[src/hw/dmaPkg.sv]
// DMA datapath shared definitions

package dmaPkg;

  // Fixed by the 8237 register map and the byte pointer
  localparam int chanCount = 4;

  typedef logic [15:0] wordT;
  typedef logic [7:0] byteT;
  typedef logic [1:0] chanT;
  typedef logic [chanCount-1:0] chanMaskT;

  // One decoded CPU access per cycle
  typedef enum logic [3:0] {
    cmdNone,
    cmdWrAddr,
    cmdWrCount,
    cmdRdAddr,
    cmdRdCount,
    cmdRdStatus,
    cmdWrMode,
    cmdWrSingleMask,
    cmdWrAllMask,
    cmdClearPtr,
    cmdMasterClear,
    cmdClearMask
  } regCmdE;

  // Ports 0 to 7 are the channel registers
  localparam logic [3:0] portStatus      = 4'd8;
  localparam logic [3:0] portSingleMask  = 4'd10;
  localparam logic [3:0] portMode        = 4'd11;
  localparam logic [3:0] portClearPtr    = 4'd12;
  localparam logic [3:0] portMasterClear = 4'd13;
  localparam logic [3:0] portClearMask   = 4'd14;
  localparam logic [3:0] portAllMask     = 4'd15;

  // Mode and single-mask data fields
  localparam int modeChanLsb = 0;
  localparam int modeAutoBit = 4;
  localparam int modeDecBit  = 5;
  localparam int maskSetBit  = 2;

  // Replaces the low or high byte of a word
  function automatic wordT setByte(wordT word, logic high, byteT data);
    wordT result;
    result = word;
    if (high)
    begin
      result[15:8] = data;
    end
    else
    begin
      result[7:0] = data;
    end
    return result;
  endfunction

endpackage

[src/hw/dmaRegDecode.sv]
// DMA register decoder

module dmaRegDecode
  import dmaPkg::*;
(
  input  logic     dif,
  input  logic     rstN,
  input  logic     csN,
  input  logic     iorN,
  input  logic     iowN,
  input  logic [3:0] addr,
  input  byteT     dataIn,
  input  logic     xferStep,
  input  chanT     xferChan,
  input  logic     wrapNow,
  output regCmdE   cmd,
  output chanT     cmdChan,
  output logic     cmdHigh,
  output byteT     wrByte,
  output logic     stepGo,
  output chanT     stepChan,
  output chanMaskT autoInit,
  output chanMaskT addrDown,
  output logic     clearAll
);

  logic     rdAcc;
  logic     wrAcc;
  logic     bytePtr;
  chanMaskT mask;
  chanMaskT maskNext;
  chanT     modeChan;

  assign rdAcc = !csN && !iorN && iowN;
  assign wrAcc = !csN && !iowN && iorN;

  // Bus access to command
  always_comb
  begin
    cmd = cmdNone;
    if (rdAcc)
    begin
      if (!addr[3])
      begin
        if (addr[0])
          cmd = cmdRdCount;
        else
          cmd = cmdRdAddr;
      end
      else if (addr == portStatus)
      begin
        cmd = cmdRdStatus;
      end
    end
    else if (wrAcc)
    begin
      if (!addr[3])
      begin
        if (addr[0])
          cmd = cmdWrCount;
        else
          cmd = cmdWrAddr;
      end
      else
      begin
        case (addr)
          portSingleMask:  cmd = cmdWrSingleMask;
          portMode:        cmd = cmdWrMode;
          portClearPtr:    cmd = cmdClearPtr;
          portMasterClear: cmd = cmdMasterClear;
          portClearMask:   cmd = cmdClearMask;
          portAllMask:     cmd = cmdWrAllMask;
          default:         cmd = cmdNone;
        endcase
      end
    end
  end

  assign cmdChan  = addr[2:1];
  assign cmdHigh  = bytePtr;
  assign wrByte   = dataIn;
  assign clearAll = (cmd == cmdMasterClear);
  assign modeChan = dataIn[modeChanLsb +: 2];

  // Masked channels ignore the step
  assign stepGo   = xferStep && !mask[xferChan];
  assign stepChan = xferChan;

  // Byte pointer flips on every channel register access
  always_ff @(posedge dif)
  begin
    if (!rstN || clearAll || cmd == cmdClearPtr)
      bytePtr <= 1'b0;
    else if (cmd inside {cmdWrAddr, cmdWrCount, cmdRdAddr, cmdRdCount})
      bytePtr <= !bytePtr;
  end

  always_ff @(posedge dif)
  begin
    if (!rstN || clearAll)
    begin
      autoInit <= '0;
      addrDown <= '0;
    end
    else if (cmd == cmdWrMode)
    begin
      autoInit[modeChan] <= dataIn[modeAutoBit];
      addrDown[modeChan] <= dataIn[modeDecBit];
    end
  end

  // Terminal count without autoinit masks the channel, and wins over a command
  always_comb
  begin
    maskNext = mask;
    case (cmd)
      cmdWrSingleMask: maskNext[dataIn[1:0]] = dataIn[maskSetBit];
      cmdWrAllMask:    maskNext = dataIn[chanCount-1:0];
      cmdClearMask:    maskNext = '0;
      default:         maskNext = mask;
    endcase
    if (wrapNow && !autoInit[stepChan])
      maskNext[stepChan] = 1'b1;
  end

  always_ff @(posedge dif)
  begin
    if (!rstN || clearAll)
      mask <= '1;
    else
      mask <= maskNext;
  end

  assert property (@(posedge dif) disable iff (!rstN) !csN |-> (iorN || iowN))
    else $error("Read and write strobes both active");

endmodule

[src/hw/dmaAddrBank.sv]
// DMA address register bank

module dmaAddrBank
  import dmaPkg::*;
(
  input  logic     dif,
  input  logic     rstN,
  input  logic     clearAll,
  input  regCmdE   cmd,
  input  chanT     cmdChan,
  input  logic     cmdHigh,
  input  byteT     wrByte,
  input  logic     stepGo,
  input  chanT     stepChan,
  input  logic     wrapNow,
  input  chanMaskT autoInit,
  input  chanMaskT addrDown,
  output wordT     rdAddr,
  output wordT     stepAddr
);

  wordT baseAddr [chanCount];
  wordT currAddr [chanCount];

  always_ff @(posedge dif)
  begin
    if (!rstN || clearAll)
    begin
      for (int i = 0; i < chanCount; i++)
      begin
        baseAddr[i] <= '0;
        currAddr[i] <= '0;
      end
    end
    else
    begin
      for (int i = 0; i < chanCount; i++)
      begin
        // CPU write loads base and current together
        if (cmd == cmdWrAddr && cmdChan == chanT'(i))
        begin
          baseAddr[i] <= setByte(baseAddr[i], cmdHigh, wrByte);
          currAddr[i] <= setByte(currAddr[i], cmdHigh, wrByte);
        end
        else if (stepGo && stepChan == chanT'(i))
        begin
          if (wrapNow && autoInit[i])
            currAddr[i] <= baseAddr[i];
          else if (addrDown[i])
            currAddr[i] <= currAddr[i] - 16'd1;
          else
            currAddr[i] <= currAddr[i] + 16'd1;
        end
      end
    end
  end

  // Readback for the CPU and the pre-step address for the transfer
  assign rdAddr   = currAddr[cmdChan];
  assign stepAddr = currAddr[stepChan];

  assert property (@(posedge dif) disable iff (!rstN)
    !(stepGo && cmd == cmdWrAddr && cmdChan == stepChan))
    else $error("Step and address write hit the same channel");

endmodule

[src/hw/dmaCountBank.sv]
// DMA word count register bank

module dmaCountBank
  import dmaPkg::*;
(
  input  logic     dif,
  input  logic     rstN,
  input  logic     clearAll,
  input  regCmdE   cmd,
  input  chanT     cmdChan,
  input  logic     cmdHigh,
  input  byteT     wrByte,
  input  logic     stepGo,
  input  chanT     stepChan,
  input  chanMaskT autoInit,
  output wordT     rdCount,
  output logic     wrapNow
);

  wordT baseCount [chanCount];
  wordT currCount [chanCount];
  logic countZero;

  // Terminal count is the step that takes zero to all ones
  assign countZero = (currCount[stepChan] == '0);
  assign wrapNow   = stepGo && countZero;

  always_ff @(posedge dif)
  begin
    if (!rstN || clearAll)
    begin
      for (int i = 0; i < chanCount; i++)
      begin
        baseCount[i] <= '0;
        currCount[i] <= '0;
      end
    end
    else
    begin
      for (int i = 0; i < chanCount; i++)
      begin
        if (cmd == cmdWrCount && cmdChan == chanT'(i))
        begin
          baseCount[i] <= setByte(baseCount[i], cmdHigh, wrByte);
          currCount[i] <= setByte(currCount[i], cmdHigh, wrByte);
        end
        else if (stepGo && stepChan == chanT'(i))
        begin
          // Autoinit restarts from base, otherwise wrap to all ones
          if (wrapNow && autoInit[i])
            currCount[i] <= baseCount[i];
          else
            currCount[i] <= currCount[i] - 16'd1;
        end
      end
    end
  end

  assign rdCount = currCount[cmdChan];

  assert property (@(posedge dif) disable iff (!rstN)
    !(stepGo && cmd == cmdWrCount && cmdChan == stepChan))
    else $error("Step and count write hit the same channel");

endmodule

[src/hw/dmaReadPort.sv]
// DMA read data and transfer result port

module dmaReadPort
  import dmaPkg::*;
(
  input  logic   dif,
  input  logic   rstN,
  input  logic   clearAll,
  input  regCmdE cmd,
  input  logic   cmdHigh,
  input  wordT   rdAddr,
  input  wordT   rdCount,
  input  logic   stepGo,
  input  chanT   stepChan,
  input  wordT   stepAddr,
  input  logic   wrapNow,
  output byteT   dataOut,
  output logic   xferDone,
  output wordT   xferAddr,
  output logic   eop
);

  chanMaskT tcBits;
  chanMaskT tcClear;
  chanMaskT tcSet;

  // A status read clears what it returned, a wrap in the same cycle still sets
  assign tcClear = (cmd == cmdRdStatus) ? tcBits : '0;
  assign tcSet   = wrapNow ? chanMaskT'(1 << stepChan) : '0;

  always_ff @(posedge dif)
  begin
    if (!rstN || clearAll)
      tcBits <= '0;
    else
      tcBits <= (tcBits & ~tcClear) | tcSet;
  end

  // Read data holds until the next read
  always_ff @(posedge dif)
  begin
    if (!rstN || clearAll)
      dataOut <= '0;
    else
    begin
      case (cmd)
        cmdRdAddr:   dataOut <= cmdHigh ? rdAddr[15:8] : rdAddr[7:0];
        cmdRdCount:  dataOut <= cmdHigh ? rdCount[15:8] : rdCount[7:0];
        cmdRdStatus: dataOut <= {{(8 - chanCount){1'b0}}, tcBits};
        default:     dataOut <= dataOut;
      endcase
    end
  end

  always_ff @(posedge dif)
  begin
    if (!rstN || clearAll)
    begin
      xferDone <= 1'b0;
      eop      <= 1'b0;
    end
    else
    begin
      xferDone <= stepGo;
      eop      <= wrapNow;
    end
  end

  // Address before the step
  always_ff @(posedge dif)
  begin
    if (stepGo)
      xferAddr <= stepAddr;
  end

  assert property (@(posedge dif) disable iff (!rstN) eop |-> xferDone)
    else $error("End of process without a transfer");

endmodule

[src/hw/dmaDatapath.sv]
// DMA register and address datapath

module dmaDatapath
  import dmaPkg::*;
(
  input  logic       dif,
  input  logic       rstN,
  input  logic       csN,
  input  logic       iorN,
  input  logic       iowN,
  input  logic [3:0] addr,
  input  byteT       dataIn,
  input  logic       xferStep,
  input  chanT       xferChan,
  output byteT       dataOut,
  output logic       xferDone,
  output wordT       xferAddr,
  output logic       eop
);

  regCmdE   cmd;
  chanT     cmdChan;
  logic     cmdHigh;
  byteT     wrByte;
  logic     stepGo;
  chanT     stepChan;
  chanMaskT autoInit;
  chanMaskT addrDown;
  logic     clearAll;
  logic     wrapNow;
  wordT     rdAddr;
  wordT     stepAddr;
  wordT     rdCount;

  // Bus decode, mode and mask
  dmaRegDecode dmaRegDecode_i (
    .dif      (dif),
    .rstN     (rstN),
    .csN      (csN),
    .iorN     (iorN),
    .iowN     (iowN),
    .addr     (addr),
    .dataIn   (dataIn),
    .xferStep (xferStep),
    .xferChan (xferChan),
    .wrapNow  (wrapNow),
    .cmd      (cmd),
    .cmdChan  (cmdChan),
    .cmdHigh  (cmdHigh),
    .wrByte   (wrByte),
    .stepGo   (stepGo),
    .stepChan (stepChan),
    .autoInit (autoInit),
    .addrDown (addrDown),
    .clearAll (clearAll)
  );

  dmaAddrBank dmaAddrBank_i (
    .dif      (dif),
    .rstN     (rstN),
    .clearAll (clearAll),
    .cmd      (cmd),
    .cmdChan  (cmdChan),
    .cmdHigh  (cmdHigh),
    .wrByte   (wrByte),
    .stepGo   (stepGo),
    .stepChan (stepChan),
    .wrapNow  (wrapNow),
    .autoInit (autoInit),
    .addrDown (addrDown),
    .rdAddr   (rdAddr),
    .stepAddr (stepAddr)
  );

  dmaCountBank dmaCountBank_i (
    .dif      (dif),
    .rstN     (rstN),
    .clearAll (clearAll),
    .cmd      (cmd),
    .cmdChan  (cmdChan),
    .cmdHigh  (cmdHigh),
    .wrByte   (wrByte),
    .stepGo   (stepGo),
    .stepChan (stepChan),
    .autoInit (autoInit),
    .rdCount  (rdCount),
    .wrapNow  (wrapNow)
  );

  dmaReadPort dmaReadPort_i (
    .dif      (dif),
    .rstN     (rstN),
    .clearAll (clearAll),
    .cmd      (cmd),
    .cmdHigh  (cmdHigh),
    .rdAddr   (rdAddr),
    .rdCount  (rdCount),
    .stepGo   (stepGo),
    .stepChan (stepChan),
    .stepAddr (stepAddr),
    .wrapNow  (wrapNow),
    .dataOut  (dataOut),
    .xferDone (xferDone),
    .xferAddr (xferAddr),
    .eop      (eop)
  );

endmodule

[config.mk]
export PLATFORM = sky130hd
export DESIGN_NAME = dmaDatapath
export DESIGN_NICKNAME = d
export VERILOG_FILES = /design/src/hw/dmaPkg.sv /design/src/hw/dmaRegDecode.sv /design/src/hw/dmaAddrBank.sv /design/src/hw/dmaCountBank.sv /design/src/hw/dmaReadPort.sv /design/src/hw/dmaDatapath.sv
export SDC_FILE = /design/constraint.sdc
export NUM_CORES = 1
export LEC_CHECK = 0
export ABC_AREA = 1
export BUFFER_PORTS_ARGS = -buffer_cell sky130_fd_sc_hd__buf_4
export CAP_MARGIN = 10
export CORE_MARGIN = 4
export CORE_UTILIZATION = 60
export DETAILED_ROUTE_END_ITERATION = 7
export HOLD_SLACK_MARGIN = 0.02
export PLACE_DENSITY = 0.77
export SLEW_MARGIN = 10
export SYNTH_ARGS = -nofsm -noshare
export SYNTH_HDL_FRONTEND = slang
export SYNTH_SLANG_ARGS = --single-unit
[constraint.sdc]
create_clock -name dif -period 3.4 [get_ports dif]
set_input_delay 0.34 -clock dif [delete_from_list [all_inputs] [get_ports dif]]
set_output_delay 0.34 -clock dif [all_outputs]
set_load 0.005 [all_outputs]
After elaboration in Yosys (flattened, before gate mapping)
Memory sizes are Yosys's and may differ from the RTL's. A register that Yosys moved wholly into a read port is not among the register bits.
Cells that the tools add are included.
{ "totals": {"n_memories": 4, "in_bits": 20, "ff_bits": 27, "mem_bits_rw": 256, "wordCells": 416, "latchBits": 0, "rom_bits": 0} }
{ "op_classes": {"n_lt_le_gt_ge": 4, "n_addsub": 12, "n_mul": 0, "eq_ne": 24, "n_shift": 1, "mux": 284, "div": 0, "n_reduce_logical": 39, "n_bitwise": 40} }
{ "memory_table": {"columns": ["name", "depth", "word_bits", "rd", "rd_clocked_by_memory_dff", "wr", "line_no", "rtl"], "rows": [
  ["dmaAddrBank_i.baseAddr", 4, 16, 4, 0, 4, "dmaAddrBank.sv:22", "wordT baseAddr [chanCount];"],
  ["dmaAddrBank_i.currAddr", 4, 16, 6, 1, 4, "dmaAddrBank.sv:23", "wordT currAddr [chanCount];"],
  ["dmaCountBank_i.baseCount", 4, 16, 4, 0, 4, "dmaCountBank.sv:20", "wordT baseCount [chanCount];"],
  ["dmaCountBank_i.currCount", 4, 16, 6, 0, 4, "dmaCountBank.sv:21", "wordT currCount [chanCount];"]
]} }
{ "ops": {"columns": ["cell", "count"], "rows": [
  ["8-bit two-way mux", 98],
  ["16-bit two-way mux", 36],
  ["1-bit two-way mux", 130],
  ["16-bit by 1-bit subtractor with 16-bit output, second input constant", 8],
  ["16-bit by 1-bit adder with 16-bit output, second input constant", 4],
  ["4-bit == test, second input constant", 11],
  ["1-bit bitwise OR", 36],
  ["4-bit two-way mux", 7],
  ["1-bit logical AND", 25],
  ["4-bit one-hot mux with 6 select lines", 1],
  ["8-bit one-hot mux with 3 select lines", 1],
  ["4-bit by 3-bit == test with 1-bit output, second input constant", 4],
  ["16-bit logical NOT", 1],
  ["4-bit bitwise mux", 3],
  ["4-bit one-hot mux with 3 select lines", 1],
  ["2-bit == test, second input constant", 4],
  ["4-bit by 2-bit == test with 1-bit output, second input constant", 2],
  ["4-bit bitwise OR", 2],
  ["1-bit logical NOT", 7],
  ["2-bit by 3-bit less-than comparator with 1-bit output, second input constant", 2],
  ["3-bit two-way mux", 2],
  ["4-bit AND", 1],
  ["1-bit binary-select mux with 2-bit select", 2],
  ["1-bit demux with 2-bit select", 2],
  ["10 further kinds", 14]
]} }

Longest topological paths before layout
{ "logic_depth": {"word_depth": 14, "depth_mapped": 19, "depth_no_buf": 17} }

By module
Synthesis repeated with hierarchy kept, for this count alone.
{ "hier_totals": {"hier_cells": 2782, "hier_area_um2": 20448.4} }
{ "by_module_without_submodules": {"columns": ["module", "area_per_inst_um2", "n_inst", "cells_each", "seq_area_each_um2"], "rows": [
  ["dmaAddrBank", 9849.4, 1, 1370, 3843.7],
  ["dmaCountBank", 8134.1, 1, 1058, 3843.7],
  ["dmaReadPort", 1396.3, 1, 177, 760.7],
  ["dmaRegDecode", 1068.5, 1, 177, 260.2]
]} }

Worst setup path after synthesis
OpenSTA, ideal clock, no wires.
{ "synth_path": {"path_type": "input to register", "from": "in addr[2]", "to": "mem dmaAddrBank_i.currAddr[0][10] (netlist name) (enable)", "arrival_ns": 2.207, "setup_slack_ns": 0.816, "cell_stages": 13, "n_path_buf": 4, "cell_sequence": "buf_4 -> nor2_8 -> inv_4 -> nor2_2 -> nor2_2 -> nor2_8 -> nand3_2 -> nand2_4 -> inv_6 -> buf_12 -> buf_6 -> buf_2 -> a22oi_1"} }
{ "synth_lines": {"columns": ["item", "line_no", "rtl"], "rows": [
  ["start: declaration", "dmaDatapath.sv:11", "input logic [3:0] addr,"],
  ["end: declaration", "dmaAddrBank.sv:23", null]
]} }

==> impl_summary.md <==
Timing
The clock arrives with approximately 0.019 ns of skew. The fmax is 321 MHz. The ratio of final minimum period to clock period is 91.6%. At the pin with the least slew margin, the transition time is approximately 0.99 ns. The worst relative slew slack is between 30% and 40%. The total count of hold-check failures in the final report is 0.

The worst-case hold slack is 0.239 ns. The final-report setup violation count is 0. The time the worst path needs with I/O delays and setup is about 3.1 ns. Setup total negative slack on the finished layout was measured at 0 ns. The final-report max-slew violation count is 0. Setup repair after global routing left no endpoint under its margin.

Setup path
The cell depth of the worst flop-to-flop path is 15. Among cell families on the critical path, the largest total delay comes from simple AND/OR/NAND/NOR gates. The worst setup path is captured at a flop. The slowest stage of the critical path is the sky130_fd_sc_hd__edfxtp_1 cell. The startpoint class of the critical path is a flop. The classification of the worst setup path is flop to flop. The signal on the critical path passes through nor2_1, nand2_1, nor2_2, nand2_1, nand2_1, nand3_2, nor2_8, nand2_2, nand2_2, nor2_1, buf_4, inv_1, nand2_1, a21oi_1, nor2_1. For the worst setup path, the data arrival time is between 3 and 4 ns. The dominant cell type by count on the critical path is sky130_fd_sc_hd__nand2_1.

The logic depth of the worst path, buffers included is 15. The largest single stage delay on the critical path is 0.49 ns. Of all nets on the critical path, the largest fanout is 13.

The worst reg-to-reg setup slack is 0.28 ns. The count of buffer and inverter cells on the critical path is 2. The data required time at the worst endpoint is 3.66 ns.

Power and ir drop
The leakage power summed over all cells is 0.00881 µW. The maximum VDD drop is 0.398 mV. For this design the ratio of total power to cell area is around 450 nW/µm².

Synth
The biggest area consumer among synthesized cells is sky130_fd_sc_hd__edfxtp_1. Counting flops and latches in the post-synthesis netlist gives around 300. When the netlist entered floorplanning its net count stood at between 2000 and 2500. The post-synthesis sequential area ratio is 45.7%. The netlist uses 54 different library cells. The mean instance size in the synthesized netlist is around 8.1 µm². Ranked by total cell area, the synthesized netlist is headed by sky130_fd_sc_hd__edfxtp_1, sky130_fd_sc_hd__nand2_1, sky130_fd_sc_hd__nor2_1, sky130_fd_sc_hd__nand3_1, sky130_fd_sc_hd__inv_1. After synthesis, the largest area contributor takes up 42.8% of total cell area.

The total standard cell area after synthesis is ~19000 µm². After Yosys synthesis, and, or, nand and nor cells account for a little over a quarter of the synthesized area. The post-synthesis instance total is around 2400.

By count the netlist is led by sky130_fd_sc_hd__nand2_1, sky130_fd_sc_hd__nor2_1, sky130_fd_sc_hd__edfxtp_1. Of the total synthesized cell area, the portion taken by XOR and XNOR cells is 4.50%. The leading register cell type out of synthesis is sky130_fd_sc_hd__edfxtp_1.

By instance count, the leading cell after synthesis is sky130_fd_sc_hd__nand2_1. Summing the areas of all compound-gate instances in the mapped netlist gives approximately 14% of the synthesized area. Counting flops with a built-in enable in the synthesized netlist gives approximately 270. The number of synthesis warnings is 0. In the synthesized netlist, mux cells make up 0% of the area.

After synthesis, the largest family of logic cells by area is simple AND/OR/NAND/NOR gates. The post-synthesis adder-cell area fraction is less than 1%. The post-synthesis async set-or-reset flop share is 0%.

Placement
The total half-perimeter wirelength after legalization and detailed placement is 46.7 mm. In this run the cell area measured after placement is 19900 µm². The quantity of I/O buffers inserted on ports is 45.

The congestion estimate from routability-driven global placement came to 1.01.

Route
For this block, the via count after detailed routing is roughly 18000. The number of remaining DRC errors is 0. The number of nets with antenna violations after detailed routing is 0. In the final routed layout, each cell accounts on average for roughly 22 µm.

The first routing iteration left between 2000 and 3000 violations. Before antenna repair, the detailed router went through 7 iterations. The overall routed net length is between 60 and 70 mm.

The number of vias per cell is slightly above 6.

Global route
In this run the most used layer during global routing was met2. The number of global-route vias before repair is between 15000 and 20000. Entering global routing, the biggest net connects between 40 and 50 pins. The global-route track usage on met3 is a little under a tenth. The number of antenna violations at the first check in global routing is 0. The global-route wire length before repair is roughly 95 mm. For this run, global-route usage on met1 was measured as roughly half. The global-route usage over all layers is a little over a third. The leftover overflow at the end of global routing is 0. The met2 routing resource usage after global routing is a little over half.

Floorplan
The core region is 31500 µm². The die covers about 35000 µm². The initial utilization of the core area, before any placement, comes to a little over 60%. In this run the count of I/O pins placed on the die edge is 46. The height of the die is between 150 and 200 µm. The die is between 150 and 200 µm wide.

The row count is 65.

Worst hold path
Counting instances, the worst hold path has a depth of 3. The worst hold path belongs to the class input port to flop.

Finish
From synthesis to final layout, the design area changed by 10.4%. The number of diodes is 0. The number of nets in the final layout is roughly 2400.

The share of layout cells above drive strength 1 is approximately 11%. The number of fill cells is roughly 2600. The final instance area is roughly 21000 µm². The multi-input combinational cells in the finished layout cover a total of roughly 8900 µm². The flip-flop and latch area is between 8000 and 9000 µm².

Clock tree
Counting every sink on the clock net gives ~300. The CTS tree is done. The maximum clock insertion buffer count is 3. The insertion delay of the later-clocked pin in the worst-skew pair is between 0.5 and 0.6 ns. The number of resized instances in the post-cts repair step is 0. The number of buffers added for setup after CTS is 0. After clock tree synthesis, the clock-pin slew on the worst setup and hold paths is 0.06 ns.

The tree is rooted in a sky130_fd_sc_hd__clkbuf_16. The number of buffers inserted during clock tree synthesis is 36. Hold repair after CTS inserted 0 buffers.

The number of H-tree levels is 2.

Run
Across the run, the number of max-cap violations was 0.

Run status
The run finished with clean final reports.
registers in the layout, summed over array words and instances (netlist names):
| signal | flops |
|---|---|
| dmaAddrBank_i.baseAddr | 64 |
| dmaAddrBank_i.currAddr | 64 |
| dmaCountBank_i.baseCount | 64 |
| dmaCountBank_i.currCount | 64 |
| dmaReadPort_i.dataOut | 8 |
| dmaReadPort_i.eop | 1 |
| dmaReadPort_i.tcBits | 4 |
| dmaReadPort_i.xferAddr | 16 |
| dmaReadPort_i.xferDone | 1 |
| dmaRegDecode_i.addrDown | 4 |
| dmaRegDecode_i.autoInit | 4 |
| dmaRegDecode_i.cmdHigh | 1 |
| dmaRegDecode_i.mask | 4 |
metal layers:
metal	share of wire (%)	up-vias
li1	-	8185
met1	40	8236
met2	43	1097
met3	13	190
met4	4.8	0
met5	0	-
cell usage in the layout (no fill, tap or decap), types with 37 or more instances in the layout:
cell,instances
sky130_fd_sc_hd__a21oi_1,114
sky130_fd_sc_hd__buf_4,110
sky130_fd_sc_hd__clkbuf_16,37
sky130_fd_sc_hd__edfxtp_1,272
sky130_fd_sc_hd__inv_1,229
sky130_fd_sc_hd__nand2_1,504
sky130_fd_sc_hd__nand3_1,187
sky130_fd_sc_hd__nor2_1,312
sky130_fd_sc_hd__o211ai_1,48
sky130_fd_sc_hd__o21ai_0,130
sky130_fd_sc_hd__o22ai_1,53
sky130_fd_sc_hd__xor2_1,79
worst reg2reg max path: cells and delay by family (launching register included):
family,cells,cell delay [ns]
AOI/OAI and AO/OA,1,0.23
DFF,1,0.49
and+or+nand+nor,12,1.76
buffers and inverters,2,0.38
final cells by class:
cell class                      count  share of cell area (%)
Clock buffer                       43                    4.51
Sequential cell                   299                    41.4
Inverter                          264                    4.74
Multi-Input combinational cell   1704                    42.1
Clock inverter                     20                   0.975
Tap cell                          402                    2.39
Timing Repair Buffer              110                    3.92
path summary, 6_finish.rpt:
check                                          startpoint                                          to
min                                                  rstN           dmaReadPort_i.xferDone$_SDFF_PP0_
max reg2reg  dmaCountBank_i.currCount[2][3]$_SDFFCE_PN0P_  dmaAddrBank_i.currAddr[2][6]$_SDFFCE_PN0P_
max          dmaCountBank_i.currCount[2][3]$_SDFFCE_PN0P_  dmaAddrBank_i.currAddr[2][6]$_SDFFCE_PN0P_
min reg2reg             dmaRegDecode_i.mask[2]$_SDFF_PP1_           dmaRegDecode_i.mask[2]$_SDFF_PP1_
where the power goes:
group          internal [µW]  switching, µW  total (µW)
clock network           2290           1510        3810
registers               4230            183        4420
logic                    352            854        1210
metrics by stage:
stage	power, µW	utilization, %	instances	setup WS, ns
2_1_floorplan	5160	-	2367	0.816
3_3_place_gp	5620	63.2	2779	0.426
3_5_place_dp	5640	63.2	2779	0.377
4_1_cts	9410	66.8	2842	0.413
5_1_grt	9720	66.9	2842	0.176
6_report	9430	66.9	2842	0.284
kinds of logic (layout without fill, tap and decap cells):
kind of cell,count (synthesis),after routing
AOI/OAI and AO/OA,454,454
xor gates and xnor gates,98,98
adders and majority gates,12,12
buffers and inverters,364,437
DFF,299,299
and+or+nand+nor,1140,1140
No activity file was read; power rests on OpenSTA's default activity.
